--- config.mk ---
export PLATFORM = sky130hd
export DESIGN_NAME = vec_reduce
export DESIGN_NICKNAME = d
export VERILOG_FILES = /design/src/vec_isa_pkg.sv /design/src/vec_reduce.sv
export VERILOG_INCLUDE_DIRS = /design/src
export SDC_FILE = /design/constraint.sdc
export NUM_CORES = 1
export LEC_CHECK = 0
export BUFFER_PORTS_ARGS = -buffer_cell sky130_fd_sc_hd__buf_2
export CORE_MARGIN = 5
export CORE_UTILIZATION = 55
export DETAILED_ROUTE_END_ITERATION = 8
export GPL_ROUTABILITY_DRIVEN = 0
export PLACE_DENSITY_LB_ADDON = 0.2
export SYNTH_ARGS = -nofsm -noshare
export SYNTH_HDL_FRONTEND = slang
export SYNTH_SLANG_ARGS = --single-unit
--- constraint.sdc ---
create_clock -name clk_i -period 5.1 [get_ports clk_i]
set_input_delay 0.765 -clock clk_i [delete_from_list [all_inputs] [get_ports clk_i]]
set_output_delay 0.765 -clock clk_i [all_outputs]
set_load 0.005 [all_outputs]
--- src/vec_unit_cfg.svh ---
//////////////////////////////////////////////////
// Build-time sizes of the vector unit
//////////////////////////////////////////////////

`ifndef VEC_UNIT_CFG_SVH
`define VEC_UNIT_CFG_SVH

//////////////////////////////////////////////////
// Lane array

// Number of lanes, power of two from 1 to 8
`define VEC_NR_LANES 4

//////////////////////////////////////////////////
// Register file geometry

// Element width in bits
`define VEC_ELEN 32

// Elements of each register held by one lane
`define VEC_ELEMS_PER_LANE 4

// Architectural vector registers, 3-bit index
`define VEC_NR_VREGS 8

`endif

--- src/vec_isa_pkg.sv ---
//////////////////////////////////////////////////
// Instruction word encodings and opcodes
//////////////////////////////////////////////////

`default_nettype none

`include "vec_unit_cfg.svh"

package vec_isa_pkg;

  localparam int unsigned INSN_W    = 64;
  localparam int unsigned REG_IDX_W = $clog2(`VEC_NR_VREGS);

  typedef logic [REG_IDX_W-1:0] vreg_idx_t;
  typedef logic [`VEC_ELEN-1:0] elem_t;

  // Opcode field, top nibble of every instruction
  typedef enum logic [3:0] {
    OP_VADD    = 4'h0,
    OP_VAND    = 4'h1,
    OP_VSPLAT  = 4'h2,
    OP_VMV_XS  = 4'h3,
    OP_VREDSUM = 4'h4
  } vec_op_e;

  //////////////////////////////////////////////////
  // Two views of the same 64-bit word

  // Register-register form
  typedef struct packed {
    vec_op_e                        opcode;
    vreg_idx_t                      vd;
    vreg_idx_t                      vs1;
    vreg_idx_t                      vs2;
    logic [INSN_W-4-3*REG_IDX_W-1:0] pad;
  } insn_vv_t;

  // Scalar operand form, scalar in the low word
  typedef struct packed {
    vec_op_e                                opcode;
    vreg_idx_t                              vd;
    logic [INSN_W-4-REG_IDX_W-`VEC_ELEN-1:0] pad;
    elem_t                                  scalar;
  } insn_vx_t;

  typedef union packed {
    insn_vv_t vv;
    insn_vx_t vx;
  } vec_insn_u;

endpackage : vec_isa_pkg

`default_nettype wire

--- src/vec_reduce.sv ---
//////////////////////////////////////////////////
// Two-stage adder tree over lane partial sums
//////////////////////////////////////////////////

`timescale 1ns/1ps
`default_nettype none

`include "vec_unit_cfg.svh"

module vec_reduce (
  input  logic                                    clk_i,
  input  logic                                    reset_i,
  input  vec_isa_pkg::elem_t [`VEC_NR_LANES-1:0] partial_i,
  input  logic                                    reduce_start_i,
  output vec_isa_pkg::elem_t                      sum_o,
  output logic                                    sum_valid_o
);

  localparam int unsigned NR_LANES = `VEC_NR_LANES;
  localparam int unsigned NR_PAIRS = (NR_LANES > 1) ? NR_LANES / 2 : 1;

  vec_isa_pkg::elem_t [2*NR_PAIRS-1:0] padded;
  vec_isa_pkg::elem_t [NR_PAIRS-1:0]   pair_q;
  vec_isa_pkg::elem_t                  tree_sum;
  vec_isa_pkg::elem_t                  sum_q;
  logic                                stage1_valid_q;
  logic                                sum_valid_q;

  // Single lane gets a zero partner
  always_comb begin
    padded                 = '0;
    padded[NR_LANES-1:0]   = partial_i;
  end

  // Stage 1, pairwise sums
  always_ff @(posedge clk_i) begin
    if (reduce_start_i) begin
      for (int p = 0; p < NR_PAIRS; p++) begin
        pair_q[p] <= padded[2*p] + padded[2*p+1];
      end
    end
  end

  // Stage 2, fold the pairs, wraps at element width
  always_comb begin
    tree_sum = '0;
    for (int p = 0; p < NR_PAIRS; p++) begin
      tree_sum = tree_sum + pair_q[p];
    end
  end

  always_ff @(posedge clk_i) begin
    if (stage1_valid_q) sum_q <= tree_sum;
  end

  always_ff @(posedge clk_i) begin
    if (reset_i) begin
      stage1_valid_q <= 1'b0;
      sum_valid_q    <= 1'b0;
    end else begin
      stage1_valid_q <= reduce_start_i;
      sum_valid_q    <= stage1_valid_q;
    end
  end

  assign sum_o       = sum_q;
  assign sum_valid_o = sum_valid_q;

endmodule : vec_reduce

`default_nettype wire

Word level (Yosys, flattened, before mapping). Cells that the tools add are included.

Flip-flop bits (word level): 98. Input port bits: 131. Output and inout bits: 33.

$add $sub $neg: 3.

Operators by type and width (number): adder 32 bit (3).

Depth between registers and ports, before layout.
Depth in word-level cells: 1. Gate-level depth with buffers: 11.

Worst setup path after synthesis. OpenSTA, ideal clock, no wires.

Path type: input port to flip-flop. Start: in partial_i[0] (netlist name). End: reg pair_q[28] (netlist name), data pin. Library setup time: 0.264 ns. Arrival: 2.941 ns. Required time: 4.836 ns. Slack: 1.896 ns. Stages: 11. Path buffers: 0. Cell sequence: ha_1 fa_1 a21o_1 a21oi_1 nor4_1 nor2_1 a311oi_2 a41oi_2 o21ai_1 a221oi_1 xnor2_1.

Cells in the longest elaborated chain, start to end: 1.

RTL lines: from (decl) (line vec_reduce.sv:13) `` input vec_isa_pkg::elem_t [`VEC_NR_LANES-1:0] partial_i, ``; adder 32 bit (line vec_reduce.sv:39) `pair_q[p] <= padded[2*p] + padded[2*p+1];`; to (signal, indexed assignment) (line vec_reduce.sv:39); to (decl) (line vec_reduce.sv:23) `vec_isa_pkg::elem_t [NR_PAIRS-1:0] pair_q;`.

No other way between the ends. A chain may end at the register's enable or synchronous reset.

Final worst setup path. Same ends and word-level chain as after synthesis.

==> impl_results.md <==
- Minimum hold slack: 575 ps
- Main area contributors after synthesis: edfxtp_1, ha_1, xnor2_1, a21oi_1, a21o_1
- Cell area after synthesis: 7560 µm²
- Total Routed Length: 17400 µm
- Post-Synthesis Cells: 729
- Final count of pins violating max slew: 0
- Routed wire length per instance: 16.2 µm
- Async set-reset flop share out of synthesis: 0%
- Portion of the clock cycle consumed by the worst path in the final layout: 64.5%
- Via count: 6282
- Pin count of the biggest net entering global routing: 66
- Util after Layout: 66.4%
- Fraction of layout instances using a drive strength above 1: 22.6%
- Fmax: 304 MHz
- Destination of the worst hold path: sum_o[2]
- Worst vdd rail ir drop: 0.000178 V
- Number of nets in the layout: 1119
- Worst hold path type: reg2reg
- Count of unique library cells instantiated by Yosys: 64
- Kind of end point of the critical path: register
- CTS tree: built
- Launch instance of the worst min-delay path: stage1_valid_q
- Number of enable flip-flop cells after synthesis: 96
- H-tree level count: 3
- Row cnt: 42
- Cell count of the worst hold path: 0
- Post-route DRC violation count: 0
- Clk_lat worst skew: 340 ps
- Category of the critical setup timing path: in2reg
- Initial antenna violation count: 0
- DP Wirelength: 13900 µm
- Leak: 3.93 nW
- Rel. slew slack: 48.7%
- Die span in y: 127 µm
- Post-Place Worst Slack: 1510 ps
- Proportion of netlist area held by the largest area contributor: 38.1%
- Full die area: 16200 µm²
- Net count after synthesis: 956
- Hold bufs inserted after CTS: 0
- Reg2reg setup slack: 1810 ps
- Clock slew at reported path FFs: 70 ps
- Highest fanout seen on the critical path: 4
- DRT iter0 DRCs: 623
- Endpoints failing setup: 0
- Portion of the post-synthesis area used by sequential elements: 38.6%
- Ys Warns: 0
- End of the worst register-to-register path: sum_o[24]
- Global-route usage over all layers: 21.4%
- Die width: 127 µm
- Deepest clock path buffer count: 2
- Final setup skew: 4.68 ps
- Core box area: 13300 µm²
- Wire length of the first global-routing pass: 28400 µm
- Critical Path AT: 3380 ps
- Master cell of the clock root buffer: clkbuf_16
- P per Cell Area: 344 nW/µm²
- Number of hold-slack violations in the final timing report: 0
- Max-cap violations: 0
- Final worst slack: 1810 ps
- Startpoint of the most critical register-to-register path: pair_q[32]
- Largest area contributor in the synthesized netlist: edfxtp_1
- Quantity of gates resized following cts: 0
- Setup repair after global routing missed its margin: no
- Count of buffers added by post-CTS timing repair for setup: 0
- Number of global-route vias before repair: 6155
- Critical Path Source Type: primary input
- Ant diodes: 0
- Status: finished, final reports clean
- Time the final worst path needs with I/O delays and setup: 3290 ps
- Worst Reg2Reg Path Length in Cells: 11
- Number of placed I/O pins: 164
- CTS sink count: 98
- Most frequently used flop master after synthesis: edfxtp_1
- Post-route ant nets: 0
- Average cell area after synthesis: 10.4 µm²
- Area added between synthesis and finish: 17.2%
- Setup TNS: 0 ps
- Final global-route overflow total: 0
- IO Port Bufs: 163
- Transition at the pin with the smallest max-transition slack: 770 ps
- Per-cell via count in the routed design: 5.85
- Effective utilization at floorplan: 56.7%
- Flip-flop and latch count after synthesis: 98
- Clock buffers created by TritonCTS: 9
- Required @ worst endpoint: 5190 ps
- Iteration count of the initial detailed-routing pass: 5
==> where the power goes <==
group          switching, mW  internal (mW)
Combinational          0.651          0.542
Clock                  0.291          0.394
Sequential            0.0561           1.11
Total                  0.998           2.05
==> cell usage in the layout, fill, tap and decap left out, types with 4 or more instances in the layout <==
master     Yosys  routed
buf_2          3     163
edfxtp_1      96      96
ha_1          93      93
a21oi_1       78      78
xnor2_1       61      61
a21o_1        48      48
nand2_1       43      43
nor2_1        37      37
o21ai_0       37      37
xor2_1        26      26
nand3_1       20      20
inv_1         17      17
o21bai_1      12      12
a211oi_1      11      11
nor3_1        11      11
o21a_1        10      10
and3_1        10      10
clkbuf_16      0       9
nand4_1        8       8
a31oi_1        8       8
nor2b_1        7       7
nand2b_1       7       7
a211o_1        4       4
and4_1         4       4
nor4_1         4       4
o21ai_1        4       4
and2_1         4       4
o211ai_1       4       4
==> state kept, by name, indices dropped and copies added (netlist names) <==
register	flops
pair_q	64
sum_valid_o	1
stage1_valid_q	1
sum_o	32
==> how the worst max path moves through the flow <==
stage,to,start,cells after the start,slack (ps)
after global placement,pair_q[28],partial_i[0],12,1590
after floorplan,pair_q[28],partial_i[0],11,1900
after CTS,pair_q[28],partial_i[0],12,1850
final,pair_q[28],partial_i[0],12,1810
after global routing,pair_q[28],partial_i[0],12,1650
after detailed placement,pair_q[28],partial_i[0],12,1510
==> layout make-up <==
| cell class | count | area [µm²] |
|---|---|---|
| fillers | 1041 | 4480 |
| clock buffers | 10 | 239 |
| clock inverters | 6 | 65.1 |
| flip-flops and latches | 98 | 2920 |
| multi-input cells | 601 | 4520 |
| well taps | 176 | 220 |
| inverters | 17 | 63.8 |
| repair buffers | 165 | 831 |
==> Yosys cell counts (all sizes together) (5+ instances only) <==
| cell | n |
|---|---|
| a211oi | 11 |
| a21o | 48 |
| a21oi | 78 |
| a31oi | 10 |
| and2 | 5 |
| and3 | 10 |
| clkbuf | 9 |
| edfxtp | 96 |
| ha | 93 |
| inv | 17 |
| nand2 | 43 |
| nand2b | 7 |
| nand3 | 22 |
| nand4 | 8 |
| nor2 | 38 |
| nor2b | 7 |
| nor3 | 12 |
| o21a | 10 |
| o21ai | 41 |
| o21bai | 13 |
| xnor2 | 61 |
| xor2 | 26 |
==> logic make-up (layout without fill, tap and decap cells) <==
group | count (synthesis) | after routing | synth area share (%)
adders and majority gates | 96 | 96 | 16.2
buffers and inverters | 30 | 198 | 1.55
DFF | 98 | 98 | 38.6
AOI/OAI and AO/OA | 252 | 252 | 22.6
xor gates and xnor gates | 87 | 87 | 10.1
and+or+nand+nor | 166 | 166 | 10.9
==> critical path, cell delays in order <==
cell	delay [ps]
buf_2	100
ha_1	230
fa_1	420
a21o_1	200
a21oi_1	260
nor4_1	100
nor2_1	180
a311oi_2	200
a41oi_2	310
o21ai_1	160
a221oi_1	340
xnor2_1	100
==> per-stage QoR <==
| step | instance area (µm²) | std cells | total power [mW] |
|---|---|---|---|
| after global placement | 8560 | 1057 | 2.31 |
| after floorplan | 7560 | 729 | 2.03 |
| final | 8860 | 1073 | 3.05 |
| after global routing | 8860 | 1073 | 3.25 |
| after CTS | 8860 | 1073 | 3.05 |
| after detailed placement | 8560 | 1057 | 2.35 |
==> per-layer routing <==
layer / up-vias / share of wire [%] / wire (µm) / global-route usage [%]
met3: 34 / 7.0 / 1230 / 2.55
li1: 3118 / - / - / -
met4: 0 / 2.4 / 422 / 8.26
met2: 274 / 46 / 7970 / 34.3
met1: 2856 / 45 / 7790 / 29.9
met5: - / 0 / 0 / 0
(Power assumes the default switching activity.)
