$ cat src/vec_unit_cfg.svh
//////////////////////////////////////////////////
// Build-time sizes of the vector unit
//////////////////////////////////////////////////

`ifndef VEC_UNIT_CFG_SVH
`define VEC_UNIT_CFG_SVH

//////////////////////////////////////////////////
// Lane array

// Number of lanes, power of two from 1 to 8
`define VEC_NR_LANES 4

//////////////////////////////////////////////////
// Register file geometry

// Element width in bits
`define VEC_ELEN 32

// Elements of each register held by one lane
`define VEC_ELEMS_PER_LANE 4

// Architectural vector registers, 3-bit index
`define VEC_NR_VREGS 8

`endif

$ cat src/vec_isa_pkg.sv
//////////////////////////////////////////////////
// Instruction word encodings and opcodes
//////////////////////////////////////////////////

`default_nettype none

`include "vec_unit_cfg.svh"

package vec_isa_pkg;

  localparam int unsigned INSN_W    = 64;
  localparam int unsigned REG_IDX_W = $clog2(`VEC_NR_VREGS);

  typedef logic [REG_IDX_W-1:0] vreg_idx_t;
  typedef logic [`VEC_ELEN-1:0] elem_t;

  // Opcode field, top nibble of every instruction
  typedef enum logic [3:0] {
    OP_VADD    = 4'h0,
    OP_VAND    = 4'h1,
    OP_VSPLAT  = 4'h2,
    OP_VMV_XS  = 4'h3,
    OP_VREDSUM = 4'h4
  } vec_op_e;

  //////////////////////////////////////////////////
  // Two views of the same 64-bit word

  // Register-register form
  typedef struct packed {
    vec_op_e                        opcode;
    vreg_idx_t                      vd;
    vreg_idx_t                      vs1;
    vreg_idx_t                      vs2;
    logic [INSN_W-4-3*REG_IDX_W-1:0] pad;
  } insn_vv_t;

  // Scalar operand form, scalar in the low word
  typedef struct packed {
    vec_op_e                                opcode;
    vreg_idx_t                              vd;
    logic [INSN_W-4-REG_IDX_W-`VEC_ELEN-1:0] pad;
    elem_t                                  scalar;
  } insn_vx_t;

  typedef union packed {
    insn_vv_t vv;
    insn_vx_t vx;
  } vec_insn_u;

endpackage : vec_isa_pkg

`default_nettype wire

$ cat src/vec_lane_pkg.sv
//////////////////////////////////////////////////
// Sequencer to lane request, lane result
//////////////////////////////////////////////////

`default_nettype none

package vec_lane_pkg;

  // Broadcast to every lane for one instruction
  typedef struct packed {
    vec_isa_pkg::vec_op_e   op;
    vec_isa_pkg::vreg_idx_t vd;
    vec_isa_pkg::vreg_idx_t vs1;
    // Also the source for move and reduction
    vec_isa_pkg::vreg_idx_t vs2;
    vec_isa_pkg::elem_t     scalar;
  } lane_req_t;

  //////////////////////////////////////////////////
  // Per-lane completion

  // Partial sum and element 0 both come from vs2
  // and stay put until the next start
  typedef struct packed {
    logic               done;
    vec_isa_pkg::elem_t partial;
    vec_isa_pkg::elem_t elem0;
  } lane_res_t;

endpackage : vec_lane_pkg

`default_nettype wire

$ cat src/vec_sequencer.sv
//////////////////////////////////////////////////
// Lane broadcast and completion collection
//////////////////////////////////////////////////

`timescale 1ns/1ps
`default_nettype none

`include "vec_unit_cfg.svh"

module vec_sequencer (
  input  logic                                         clk_i,
  input  logic                                         reset_i,
  // Dispatcher side
  input  vec_lane_pkg::lane_req_t                      issue_i,
  input  logic                                         issue_valid_i,
  output logic                                         issue_done_o,
  // Lanes
  output vec_lane_pkg::lane_req_t                      lane_req_o,
  output logic                                         start_o,
  input  vec_lane_pkg::lane_res_t [`VEC_NR_LANES-1:0] lane_res_i,
  // Reducer
  output logic                                         reduce_start_o,
  input  logic                                         sum_valid_i
);

  localparam int unsigned NR_LANES = `VEC_NR_LANES;

  typedef enum logic [1:0] {
    ST_IDLE,
    ST_RUN,
    ST_REDUCE
  } state_e;

  state_e                  state_q;
  vec_lane_pkg::lane_req_t req_q;
  logic                    start_q;
  logic [NR_LANES-1:0]     lane_done;
  logic [NR_LANES-1:0]     done_mask_q;
  logic [NR_LANES-1:0]     done_mask_d;
  logic                    all_done;
  logic                    is_red;

  always_comb begin
    for (int l = 0; l < NR_LANES; l++) begin
      lane_done[l] = lane_res_i[l].done;
    end
  end

  // Sticky mask, lanes may report in any cycle
  assign done_mask_d = done_mask_q | lane_done;
  assign all_done    = (state_q == ST_RUN) && (&done_mask_d);
  assign is_red      = (req_q.op == vec_isa_pkg::OP_VREDSUM);

  //////////////////////////////////////////////////
  // Control

  always_ff @(posedge clk_i) begin
    if (reset_i) begin
      state_q     <= ST_IDLE;
      start_q     <= 1'b0;
      done_mask_q <= '0;
    end else begin
      start_q <= 1'b0;
      case (state_q)
        ST_IDLE: begin
          if (issue_valid_i) begin
            start_q     <= 1'b1;
            done_mask_q <= '0;
            state_q     <= ST_RUN;
          end
        end
        ST_RUN: begin
          done_mask_q <= done_mask_d;
          if (&done_mask_d) state_q <= is_red ? ST_REDUCE : ST_IDLE;
        end
        ST_REDUCE: if (sum_valid_i) state_q <= ST_IDLE;
        default:   state_q <= ST_IDLE;
      endcase
    end
  end

  // Request stays on the bus for the whole run
  always_ff @(posedge clk_i) begin
    if (state_q == ST_IDLE && issue_valid_i) req_q <= issue_i;
  end

  assign lane_req_o     = req_q;
  assign start_o        = start_q;
  assign reduce_start_o = all_done && is_red;
  assign issue_done_o   = (all_done && !is_red) || (state_q == ST_REDUCE && sum_valid_i);

  // Lanes only finish work that was started
  assert property (@(posedge clk_i) disable iff (reset_i)
                   (state_q == ST_IDLE) |-> (lane_done == '0))
    else $error("lane done bit seen while sequencer idle");

endmodule : vec_sequencer

`default_nettype wire

$ cat config.mk
export PLATFORM = sky130hd
export DESIGN_NAME = vec_sequencer
export DESIGN_NICKNAME = d
export VERILOG_FILES = /design/src/vec_isa_pkg.sv /design/src/vec_lane_pkg.sv /design/src/vec_sequencer.sv
export VERILOG_INCLUDE_DIRS = /design/src
export SDC_FILE = /design/constraint.sdc
export NUM_CORES = 1
export LEC_CHECK = 0
export ABC_AREA = 1
export BUFFER_PORTS_ARGS = -buffer_cell sky130_fd_sc_hd__buf_2
export CAP_MARGIN = 10
export CORE_AREA = 2 2 139 141
export DETAILED_ROUTE_END_ITERATION = 10
export DIE_AREA = 0 0 141 143
export SYNTH_ARGS = -nofsm -noshare
export SYNTH_HDL_FRONTEND = slang
export SYNTH_SLANG_ARGS = --single-unit
$ cat constraint.sdc
create_clock -name clk_i -period 2.82 [get_ports clk_i]
set_input_delay 0.141 -clock clk_i [delete_from_list [all_inputs] [get_ports clk_i]]
set_output_delay 0.141 -clock clk_i [all_outputs]
set_load 0.05 [all_outputs]
## Yosys cells after proc, flatten, opt, wreduce, memory -nomap -nowiden

Index checks and enable logic that the tools add are counted.

- Flip-flop bits (word level): 52
- Output and inout port bits: 48

- Multiplexer cells: 8
- Equality and inequality tests: 6
- Reductions and logical operators: 13
- Bitwise logic cells: 2

Operators by type and width:

| operator | count |
|---|---|
| two-way mux 2 bit | 4 |
| one-hot mux 4 bit (2 select lines) | 1 |
| one-hot mux 2 bit (3 select lines) | 1 |
| logical AND 1 bit | 5 |
| equality test 4 x 3 -> 1 bit, second input constant | 1 |
| two-way mux 4 bit | 1 |
| inequality test 2 bit, second input constant | 2 |
| bitwise OR 4 bit | 1 |
| AND reduction 4 bit | 1 |
| AND reduction 3 bit | 1 |
| equality test 2 x 1 -> 1 bit, second input constant | 1 |
| equality test 2 bit, second input constant | 1 |
| logical NOT 2 bit | 1 |
| inequality test 2 x 1 -> 1 bit, second input constant | 1 |
| AND reduction 2 bit | 1 |
| nonzero test 2 bit | 1 |
| OR reduction 2 bit | 1 |
| logical NOT 1 bit | 1 |
| logical OR 1 bit | 1 |
| two-way mux 1 bit | 1 |
| NOT 1 bit | 1 |

## Logic depth before layout (Yosys ltp)

- Depth after elaboration: 5
- Gate-level depth with buffers: 6
- Mapped depth without buffers: 6

## Least setup slack after synthesis

OpenSTA, ideal clock, no wires.

- Path type: reg2out
- Start point: reg req_q (netlist bit lane_req_o[43])
- End point: out reduce_start_o
- Slack: 0.708 ns
- Data arrival time: 1.971 ns
- Cell stages (with the launch flop): 5
- Path buffers: 0
- Cells stage by stage: edfxtp_1 inv_1 nor2_1 nand2_1 nor3_1

- Longest elaborated chain between the ends: 2

RTL lines:

| what | line | RTL |
|---|---|---|
| from (decl) | vec_sequencer.sv:35 | `vec_lane_pkg::lane_req_t req_q;` |
| from (signal assigned) | vec_sequencer.sv:84 | `if (state_q == ST_IDLE && issue_valid_i) req_q <= issue_i;` |
| equality test 4 x 3 -> 1 bit | vec_sequencer.sv:52 | `assign is_red = (req_q.op == vec_isa_pkg::OP_VREDSUM);` |
| logical AND 1 bit | vec_sequencer.sv:89 | `assign reduce_start_o = all_done && is_red;` |
| to (decl) | vec_sequencer.sv:22 | `output logic reduce_start_o,` |

Every way passes these cells.

## Final worst setup path

- Start point: reg state_q[1]
- End point: reg req_q (netlist bit lane_req_o[23]) (enable)

- Longest elaborated chain between the ends: 2

RTL lines:

| what | line | RTL |
|---|---|---|
| from (decl) | vec_sequencer.sv:34 | `state_e state_q;` |
| from (signal assigned) | vec_sequencer.sv:74 | `if (&done_mask_d) state_q <= is_red ? ST_REDUCE : ST_IDLE;` |
| logical NOT 2 bit | vec_sequencer.sv:84 |  |
| logical AND 1 bit | vec_sequencer.sv:84 |  |

Every way passes these cells.
A chain may end at the register's enable or synchronous reset.

==> impl_metrics.yaml <==
outcome:
  status: "finished, final reports clean"
worst_hold_path:
  hold_path_class: "in -> reg"
  holdPathStages: 1
  hold_path_startpoint: "issue_i[16]"
  min_delay_worst_endpoint: "lane_req_o[16]"
critical_path:
  cp.required_ns: 2.82
  criticalPathCategory: "reg -> reg"
  worst_ep_arrival_time_ns: 1.66
  reg2reg_from: "state_q[1]"
  crit-reg2reg-capture: "lane_req_o[23]"
  crit_path_start_kind: "flip-flop"
  worstPathMaxFanout: 26
  critical_path_end_type: "flip-flop"
  r2r_setup_slack_ns: 1.16
  timing.reg2reg.worst_path_depth: 4
timing:
  hold_viol: 0
  slew_headroom_pct: 67.8
  period_share_pct: 58.8
  clock_skew_ns: 0.00372
  timing.setup.tns_ns: 0
  report.final.slew_viol_count: 0
  maxClockFrequency_mhz: 603
  setup_violations: 0
  hold-worst-slack_ns: 0.0172
  tightest_slew_ns: 0.482
  post-route-min-period_ns: 1.66
  grt_setup_unrepaired: "no"
grt:
  groute.layer.met3.usage_pct: 3.19
  met1_track_usage_gr_pct: 6.38
  grt_first_pass_wirelength_mm: 7.46
  grt-busiest-layer: "met2"
  grt_start_max_net_pins: 27
  via_count_of_the_first_global_routing_pass: 1250
  overflow: 0
  grt_util_all_layers_pct: 5.29
  antenna_found_initial: 3
  grt_use_met2_pct: 7.80
yosys:
  ys_top_cells_by_area: "edfxtp_1 78%, dfxtp_1 8.1%, nand2_1 3.0%"
  synthesis.area_um2: 1740
  ys_seq_area_share_pct: 85.9
  yosysWarnings: 0
  postSynthCellCount: 109
  postSynthAreaPerCell_um2: 15.9
  synth.distinct_cells: 13
  synthDominantCellAreaShare_pct: 77.8
  synth-seq-cells: 52
  synth_top_area_cell: "edfxtp_1"
  syn-num-nets: 418
floorplan:
  core_um2: 18600
  initial_core_util_pct: 9.35
  die-area_um2: 20200
  core.rowCount: 50
  floorplan.die.height_um: 143
  die_x_um: 141
  io_pins: 357
cells_and_area:
  drive_above_1_share_pct: 52.8
  final_core_utilization_pct: 14.6
  fillerInstances: 2051
  final-instance-count-excl-fill: 455
  layout_commonest_cell: "buf_2"
  layout.nets: 526
  area_growth_syn_to_layout_pct: 56.1
  layout.cells.most_common_list: "100 x buf_2, 45 x edfxtp_1, 14 x nand2_1"
cts:
  cts_resized: 0
  h-tree-depth: 2
  cts_tree: "built"
  cts_inserted_buffers: 5
  ctsHoldBuffers: 0
  cts_setup_buffers: 0
  path_clk_slew_ns: 0.07
  cts_sinks: 52
  clk_root_buffer_cell: "clkbuf_16"
  clk_latency_ns: 0.29
  cts.path.max_buffers: 2
detailed_routing:
  via_per_inst: 2.63
  route.vias.total: 1195
  detail_route.first_pass.iterations: 3
  initialDrtViolationCount: 23
  drc: 0
  wl_per_cell_um: 11.7
  drtAntennaViolNets: 0
  wl_mm: 5.33
place:
  finalWeightedCongestion: 0.615
  dp_hpwl_mm: 4.29
  io_buffer_count: 100
  numPlacedInstances: 444
flow_run:
  cap_viol_max_count: 0
pwr:
  max-vdd-ir-drop_v: 0.000301
  power_density_over_the_cells_nw_per_um2: 702
  static-leakage-power_nw: 1.10
report_power, final:
| part | internal [mW] | switching, mW |
|---|---|---|
| sequential | 0.906 | 0.0202 |
| clock | 0.337 | 0.297 |
| combinational | 0.0772 | 0.264 |
| total | 1.32 | 0.581 |
cell type report:
| type | count | area, µm² | share of cell area, % |
|---|---|---|---|
| timing repair buffer | 101 | 520 | 19.2 |
| clock inverter | 3 | 27.5 | 1.02 |
| tap | 234 | 293 | 10.8 |
| inverter | 15 | 56.3 | 2.08 |
| clock buffer | 5 | 125 | 4.62 |
| multi-input combinational | 42 | 189 | 6.97 |
| antenna | 3 | 7.51 | 0.277 |
| sequential | 52 | 1490 | 55.0 |
state kept, by name (all words and copies together) (netlist names):
name	count
lane_req_o	45
done_mask_q	4
state_q	2
start_o	1
routing by layer:
metal / wire (µm) / part of all wire (%) / vias up
met1: 2320 / 44 / 531
met4: 74 / 1.4 / 0
li1: - / - / 596
met2: 2300 / 43 / 62
met5: 0 / 0 / -
met3: 629 / 12 / 6
stage by stage:
stage / worst slack [ns] / total power [mW] / cell area, µm²
after global placement: 1.14 / 1.29 / 2550
after floorplan: 0.708 / 1.17 / 1740
after CTS: 1.10 / 1.95 / 2700
after detailed placement: 1.11 / 1.29 / 2550
final: 1.16 / 1.90 / 2710
after global routing: 0.971 / 1.99 / 2710
critical path, cell delays in order (launching register included):
cell and delay (ns):
dfxtp_1 0.36, nor2_1 0.17, nand2_2 0.16, inv_2 0.40, buf_12 0.26
synthesized netlist by cell type, drive strengths merged:
cell type  number
nor3            5
a21oi           6
edfxtp         45
nor2           13
nand2          15
inv            15
o21ai           1
nand3           2
dfxtp           7
worst max path at each step:
stage | from | cells past startpoint | to
floorplan | lane_req_o[43] | 4 | reduce_start_o
global placement | state_q[1] | 4 | lane_req_o[34]
detailed placement | state_q[1] | 4 | lane_req_o[15]
CTS | state_q[1] | 4 | lane_req_o[23]
global route | state_q[1] | 4 | lane_req_o[23]
finish | state_q[1] | 4 | lane_req_o[23]
kinds of logic after synthesis:
kind of cell	after synthesis	synth area share [%]
flip-flops	52	85.9
AND/OR/NAND/NOR	35	8.65
buffers and inverters	15	3.24
AO/OA/AOI/OAI	7	2.23
Note: power is estimated with default switching activity, not from simulation.
