`src/vec_unit_cfg.svh`:
```
//////////////////////////////////////////////////
// Build-time sizes of the vector unit
//////////////////////////////////////////////////

`ifndef VEC_UNIT_CFG_SVH
`define VEC_UNIT_CFG_SVH

//////////////////////////////////////////////////
// Lane array

// Number of lanes, power of two from 1 to 8
`define VEC_NR_LANES 4

//////////////////////////////////////////////////
// Register file geometry

// Element width in bits
`define VEC_ELEN 32

// Elements of each register held by one lane
`define VEC_ELEMS_PER_LANE 4

// Architectural vector registers, 3-bit index
`define VEC_NR_VREGS 8

`endif

```
`src/vec_isa_pkg.sv`:
```
//////////////////////////////////////////////////
// Instruction word encodings and opcodes
//////////////////////////////////////////////////

`default_nettype none

`include "vec_unit_cfg.svh"

package vec_isa_pkg;

  localparam int unsigned INSN_W    = 64;
  localparam int unsigned REG_IDX_W = $clog2(`VEC_NR_VREGS);

  typedef logic [REG_IDX_W-1:0] vreg_idx_t;
  typedef logic [`VEC_ELEN-1:0] elem_t;

  // Opcode field, top nibble of every instruction
  typedef enum logic [3:0] {
    OP_VADD    = 4'h0,
    OP_VAND    = 4'h1,
    OP_VSPLAT  = 4'h2,
    OP_VMV_XS  = 4'h3,
    OP_VREDSUM = 4'h4
  } vec_op_e;

  //////////////////////////////////////////////////
  // Two views of the same 64-bit word

  // Register-register form
  typedef struct packed {
    vec_op_e                        opcode;
    vreg_idx_t                      vd;
    vreg_idx_t                      vs1;
    vreg_idx_t                      vs2;
    logic [INSN_W-4-3*REG_IDX_W-1:0] pad;
  } insn_vv_t;

  // Scalar operand form, scalar in the low word
  typedef struct packed {
    vec_op_e                                opcode;
    vreg_idx_t                              vd;
    logic [INSN_W-4-REG_IDX_W-`VEC_ELEN-1:0] pad;
    elem_t                                  scalar;
  } insn_vx_t;

  typedef union packed {
    insn_vv_t vv;
    insn_vx_t vx;
  } vec_insn_u;

endpackage : vec_isa_pkg

`default_nettype wire

```
`src/vec_lane_pkg.sv`:
```
//////////////////////////////////////////////////
// Sequencer to lane request, lane result
//////////////////////////////////////////////////

`default_nettype none

package vec_lane_pkg;

  // Broadcast to every lane for one instruction
  typedef struct packed {
    vec_isa_pkg::vec_op_e   op;
    vec_isa_pkg::vreg_idx_t vd;
    vec_isa_pkg::vreg_idx_t vs1;
    // Also the source for move and reduction
    vec_isa_pkg::vreg_idx_t vs2;
    vec_isa_pkg::elem_t     scalar;
  } lane_req_t;

  //////////////////////////////////////////////////
  // Per-lane completion

  // Partial sum and element 0 both come from vs2
  // and stay put until the next start
  typedef struct packed {
    logic               done;
    vec_isa_pkg::elem_t partial;
    vec_isa_pkg::elem_t elem0;
  } lane_res_t;

endpackage : vec_lane_pkg

`default_nettype wire

```
`src/vec_lane.sv`:
```
//////////////////////////////////////////////////
// One lane: register file slice and integer ALU
//////////////////////////////////////////////////

`timescale 1ns/1ps
`default_nettype none

`include "vec_unit_cfg.svh"

module vec_lane (
  input  logic                    clk_i,
  input  logic                    reset_i,
  input  vec_lane_pkg::lane_req_t lane_req_i,
  input  logic                    start_i,
  output vec_lane_pkg::lane_res_t lane_res_o
);

  localparam int unsigned NR_VREGS = `VEC_NR_VREGS;
  localparam int unsigned ELEMS    = `VEC_ELEMS_PER_LANE;
  localparam int unsigned CNT_W    = (ELEMS > 1) ? $clog2(ELEMS) : 1;

  // Slice of every register owned by this lane
  vec_isa_pkg::elem_t vrf_q [NR_VREGS][ELEMS];

  logic               busy_q;
  logic               done_q;
  logic [CNT_W-1:0]   cnt_q;
  logic               last;
  vec_isa_pkg::elem_t op_a;
  vec_isa_pkg::elem_t op_b;
  vec_isa_pkg::elem_t partial_q;
  vec_isa_pkg::elem_t elem0_q;

  assign op_a = vrf_q[lane_req_i.vs1][cnt_q];
  assign op_b = vrf_q[lane_req_i.vs2][cnt_q];
  assign last = (cnt_q == CNT_W'(ELEMS - 1));

  //////////////////////////////////////////////////
  // Element counter

  always_ff @(posedge clk_i) begin
    if (reset_i) begin
      busy_q <= 1'b0;
      done_q <= 1'b0;
      cnt_q  <= '0;
    end else begin
      done_q <= 1'b0;
      if (start_i) begin
        busy_q <= 1'b1;
        cnt_q  <= '0;
      end else if (busy_q) begin
        cnt_q <= cnt_q + 1'b1;
        if (last) begin
          busy_q <= 1'b0;
          done_q <= 1'b1;
          cnt_q  <= '0;
        end
      end
    end
  end

  //////////////////////////////////////////////////
  // ALU and write back, one element per cycle

  always_ff @(posedge clk_i) begin
    if (busy_q) begin
      case (lane_req_i.op)
        vec_isa_pkg::OP_VADD:   vrf_q[lane_req_i.vd][cnt_q] <= op_a + op_b;
        vec_isa_pkg::OP_VAND:   vrf_q[lane_req_i.vd][cnt_q] <= op_a & op_b;
        vec_isa_pkg::OP_VSPLAT: vrf_q[lane_req_i.vd][cnt_q] <= lane_req_i.scalar;
        default: ;
      endcase
    end
  end

  // Partial sum restarts on the first element
  always_ff @(posedge clk_i) begin
    if (busy_q) begin
      if (cnt_q == '0) begin
        partial_q <= op_b;
        elem0_q   <= op_b;
      end else begin
        partial_q <= partial_q + op_b;
      end
    end
  end

  assign lane_res_o.done    = done_q;
  assign lane_res_o.partial = partial_q;
  assign lane_res_o.elem0   = elem0_q;

  // Sequencer waits for every lane before restarting
  assert property (@(posedge clk_i) disable iff (reset_i) start_i |-> !busy_q)
    else $error("lane started while busy");

endmodule : vec_lane

`default_nettype wire

```
`config.mk`:
```
export PLATFORM = sky130hd
export DESIGN_NAME = vec_lane
export DESIGN_NICKNAME = d
export VERILOG_FILES = /design/src/vec_isa_pkg.sv /design/src/vec_lane_pkg.sv /design/src/vec_lane.sv
export VERILOG_INCLUDE_DIRS = /design/src
export SDC_FILE = /design/constraint.sdc
export NUM_CORES = 2
export LEC_CHECK = 0
export BUFFER_PORTS_ARGS = -buffer_cell sky130_fd_sc_hd__clkbuf_2
export CAP_MARGIN = 20
export CORE_ASPECT_RATIO = 0.75
export CORE_MARGIN = 1
export CORE_UTILIZATION = 55
export DETAILED_ROUTE_END_ITERATION = 10
export MAX_ROUTING_LAYER = met4
export PLACE_DENSITY = 0.71
export SYNTH_ARGS = -nofsm -noshare
export SYNTH_HDL_FRONTEND = slang
export SYNTH_SLANG_ARGS = --single-unit
```
`constraint.sdc`:
```
create_clock -name clk_i -period 5.3 [get_ports clk_i]
set_input_delay 0.795 -clock clk_i [delete_from_list [all_inputs] [get_ports clk_i]]
set_output_delay 0.795 -clock clk_i [all_outputs]
set_load 0.01 [all_outputs]
```
; ---- After elaboration in Yosys (flattened, before gate mapping)
; Memory sizes are Yosys's and may differ from the RTL's.
; Index checks and enable logic that the tools add are counted.
[totals]
reg_bits = 68
ramBits = 1024
output_inout_bits = 65
memories = 1
[classes]
add_sub_neg = 3
order_cmp = 2
n_eq_ne = 3
n_mux = 279
bitwise = 259
n_reduce_logical = 6
[memory_table]
columns = memory, depth, width, read_ports, rd_clocked_by_memory_dff, write_ports, line
row1 = vrf_q, 8, 128, 2, 0, 1, vec_lane.sv:23  ; vec_isa_pkg::elem_t vrf_q [NR_VREGS][ELEMS];
[op_table]
columns = operator, count
row1 = $mux W128, 3
row2 = $mux W1, 266
row3 = $or A1 B1 Y1, 256
row4 = $mux W32, 6
row5 = $bmux W32 S2, 2
row6 = $add A32 B32 Y32, 2
row7 = $demux W32 S2, 1
row8 = $and A32 B32 Y32, 1
row9 = $eq A4 B1 Y1 const B, 1
row10 = $eq A4 B2 Y1 const B, 1
row11 = $logic_not A4 Y1, 1
row12 = $ge A3 B3 Y1 const B, 1
row13 = $lt A3 B1 Y1 const B, 1
row14 = $not A2 Y3, 1
row15 = $reduce_or A3 Y1, 1
row16 = $add A2 B1 Y2 const B, 1
row17 = $eq A2 B2 Y1 const B, 1
row18 = $logic_not A2 Y1, 1
row19 = $mux W2, 1
row20 = $reduce_and A2 Y1, 1
row21 = $reduce_or A2 Y1, 1
row22 = $logic_and A1 B1 Y1, 1
row23 = $not A1 Y1, 1

; ---- Longest topological paths before layout
[logic_depth]
word_depth = 8
depth_mapped = 19
depth_no_buf = 16

; ---- Worst setup path after synthesis
; No wires, ideal clock.
[synth_timing]
path_type = input to register
startpoint = in lane_req_i[32] in the netlist's numbering
endpoint = mem vrf_q[0][29] in the netlist's numbering (data pin)
setup_time_ns = 0.237
arrival_time_ns = 5.054
t_required_ns = 5.063
slack_ns = 0.009
path_stages = 17
path_buffers = 3
path_cell_list = clkbuf_1 -> clkbuf_1 -> buf_2 -> mux4_2 -> mux4_2 -> mux2i_1 -> inv_1 -> ha_1 -> a21o_1 -> and4_4 -> o2111ai_2 -> a211o_2 -> a21oi_2 -> or2_2 -> o31ai_2 -> nand2_1 -> a31oi_1
[synth_via]
elab_chain_len = 7
word_cells_on_any_way = 8
cone_classes = 1 x add/sub / 5 x mux / 1 x bitwise / 1 x memory
[synth_rtl]
columns = item, line
row1 = start: declaration, vec_lane.sv:13  ; input vec_lane_pkg::lane_req_t lane_req_i,
row2 = $mem_v2 Z8 W128, --
row3 = $bmux W32 S2, vec_lane.sv:35  ; assign op_b = vrf_q[lane_req_i.vs2][cnt_q];
row4 = $mux W32 (implied by the code) (2 in series), vec_lane.sv:35
row5 = via op_b[1], vec_lane.sv:30  ; vec_isa_pkg::elem_t op_b;
row6 = $add A32 B32 Y32, vec_lane.sv:68  ; vec_isa_pkg::OP_VADD: vrf_q[lane_req_i.vd][cnt_q] <= op_a + op_b;
row7 = $mux W1 (no source line) (2 in series), --
row8 = end: declaration, vec_lane.sv:23
; The timed path passes the listed nets, and every way through them passes these cells. The select of a mux whose other input is x is not followed.

; ---- Worst setup path after layout
[layout_timing]
startpoint = in lane_req_i[32] in the netlist's numbering
endpoint = mem vrf_q[4][122] in the netlist's numbering (data pin)
; Same word-level chain as after synthesis.

==> metrics <==
final period utilization 97.81%; Slowest-stage cell, CP mux4_2; Synth Cell Area 55100 sq um; GRT Overall Usage 35.37%; Vias/cell ~6.9; clk_lat worst skew 0.72 ns; R2R Setup Slk between 0.1 and 0.15 ns; max cap viols 0; Achievable Freq around 0.19 GHz; IO Count 113; Die ar. 101500 sq um; initial antenna violation count 10; Slew Viols, Final 0; vias 35720; unrepaired setup endpoints after global routing no; H-tree levels 3; transition time at the pin with the least slew margin 1.109 ns; Leakage between 20 and 25 nW; pin count of the biggest net entering global routing 69; layout cell share with drive strength beyond 1 38.80%; Reg2Reg Capture Point vrf_q[4][122]; biggest area consumer among synthesized cells edfxtp_1; Slew HR a little over a quarter; post-CTS setup buffers 0; cts hold-fix bufs 0; Max Fanout on Critical Path 8; Starting Density 55.54%; storage element area ~33000 sq um; core area slightly below 100000 sq um; clk_skew 0.03576 ns; Final setup viols 0; layout filler cell count 6807; Critical Path RT 5.86 ns; Multi-input gate area 21600 sq um; Data arrival, critical path 5.75 ns; routed wire length ~170000 microns; clk slew on worst S/H paths 0.07 ns; Crit Path Class input port to flip-flop; first-pass GRT wire length ~250000 microns; R2R depth 19; DRC 0; Clock Path Buffers 3; CTS tree done; Gate Count Post-Synth 3222; Synth Warn # 0; cells along the critical path buf_8, buf_4, mux4_2, mux4_2, nand2_1, nand2_1, ha_1, inv_1, fa_1, nor2b_1, o2111ai_1, a31oi_1, a21oi_1, buf_4, o21ai_2, a21oi_2, xnor2_1, buf_4, nand2_1, a21oi_1, buf_4; P&R area growth vs syn 16.95%; row count 100; Resized Gates After CTS 0; sequential element share of the synthesized area 59.44%; Die Span Y 276.1 microns; CP most frequent cell buf_4; Core Util, Final 64.95%; CTS Buf Count 105; dpl cells 4966; synth top area cells edfxtp_1, mux4_2, nand2_1, ha_1, nor2_1; hold endpoint busy_q; most frequent cells in the layout edfxtp_1, mux4_2, buf_4; Mapped Nets around 3300; vias in the first global route between 30000 and 40000; buffers added on ports ~110; Avg WL per Cell 33.36 microns; Startpoint Class input port; initial DRC count 4982; hold path depth 2; Cell variety after synth 79; VDD IR max 0.3264 mV; post-synthesis register bit count 1092; Main synth FF type edfxtp_1; number of synthesized flops with an enable pin 1088; DRT antenna net count 0; gr ovfl total 0; Final nets 3865; Root Driver clkbuf_16; Hold WC Path Type input port to flip-flop; launching point of the worst reg2reg path vrf_q[6][64]; Tmin final 5.184 ns; hold_ws between 0.3 and 0.4 ns; FFs w/ async S/R, synth 0%; area share of the largest cell type after synthesis 59.29%; die width 367.5 microns; area post-placement about 60000 sq um; status finished clean; TritonRoute pass-1 iters 6; CTS sink count around 1100; Avg Inst Size Synth roughly 17 sq um; Finished Layout Cells 5170; most common cell after layout, fill and taps aside edfxtp_1; Post-DP HPWL 117400 microns; finished layout cell area 64440 sq um; gpl congestion 1.037; critical path's largest stage delay ~0.53 ns; Power Density 356.6 nW/um^2; hold path startpoint reset_i; final hold vios 0; critical path capture point type flip-flop
stage by stage:
stage / setup TNS (ns) / power (mW) / setup slack [ns]
final: 0 / 22.98 / 0.1160
after global placement: -102.70 / 15.79 / -0.5274
after floorplan: 0 / 13.39 / 0.008609
after detailed placement: -139.07 / 15.98 / -0.5908
after CTS: 0 / 23.01 / 0.1348
after global routing: 0 / 23.69 / 0.002336
critical path, delay by kind of cell:
kind | cells | cell delay (ns)
muxes | 2 | 1.04
and+or+nand+nor | 4 | 0.45
buffers and inverters | 6 | 0.95
AOI/OAI and AO/OA | 6 | 1.75
adders and majority gates | 2 | 0.56
xor gates and xnor gates | 1 | 0.19
layout make-up:
| cell class | instances | area share, % |
|---|---|---|
| antenna | 12 | 0.04660 |
| clock buffer | 137 | 4.330 |
| clock inverter | 54 | 0.6194 |
| inverter | 26 | 0.1514 |
| multi-input combinational | 1878 | 33.52 |
| sequential | 1092 | 50.83 |
| tap | 1326 | 2.575 |
| timing repair buffer | 645 | 7.926 |
kinds of logic (layout without fill, tap and decap cells):
kind of cell | Yosys count | after routing | synth area share (%)
other | 0 | 12 | 0
multiplexers | 652 | 652 | 26.38
flip-flops | 1092 | 1092 | 59.44
AND/OR/NAND/NOR | 705 | 705 | 5.288
XOR/XNOR | 51 | 51 | 0.8106
buffers and inverters | 252 | 862 | 1.832
adder cells (fa/ha/maj) | 69 | 69 | 1.594
AO/OA/AOI/OAI | 401 | 401 | 4.662
cells in the mapped netlist (6+ instances only):
cell,count
a22o_1,14
nand3_1,14
o21a_1,14
nor3_1,9
edfxtp_1,1088
and3_1,9
a211oi_1,8
a21o_1,38
buf_1,32
nand2_1,419
a31oi_1,77
mux4_2,640
a21oi_1,124
clkbuf_1,145
xor2_1,20
nor2b_1,9
mux2i_1,11
o31ai_1,8
xnor2_1,31
o21bai_1,6
a22oi_1,12
nor2_1,195
ha_1,67
inv_1,25
o21ai_0,55
nand2b_1,13
buf_2,46
per-layer routing:
layer	GRT usage (%)	part of all wire, %	vias to the layer above
met1	49.87	39	18610
li1	-	-	14430
met4	11.52	3.6	0
met5	-	0	-
met3	7.534	11	328
met2	52.03	46	2355
worst max-delay path by stage:
stage / from / endpoint / cells past startpoint
floorplan: lane_req_i[32] / vrf_q[0][29] / 17
global placement: lane_req_i[32] / vrf_q[1][122] / 21
detailed placement: lane_req_i[32] / vrf_q[1][122] / 21
CTS: vrf_q[6][64] / vrf_q[5][122] / 19
global route: cnt_q[0] / vrf_q[0][24] / 17
finish: lane_req_i[32] / vrf_q[4][122] / 21
state kept, by name, summed over array words and instances, names as in the netlist:
register	flops
vrf_q	1024
cnt_q	2
busy_q	1
elem0_q	32
partial_q	32
done_q	1
power breakdown:
part	switching (mW)	leakage [nW]	internal, mW
registers	0.0392	9.84	10.6
logic	3.04	10.6	2.16
clock network	3.21	1.56	3.90
total	6.29	22.0	16.7
Power figures use the tool's default switching activity.
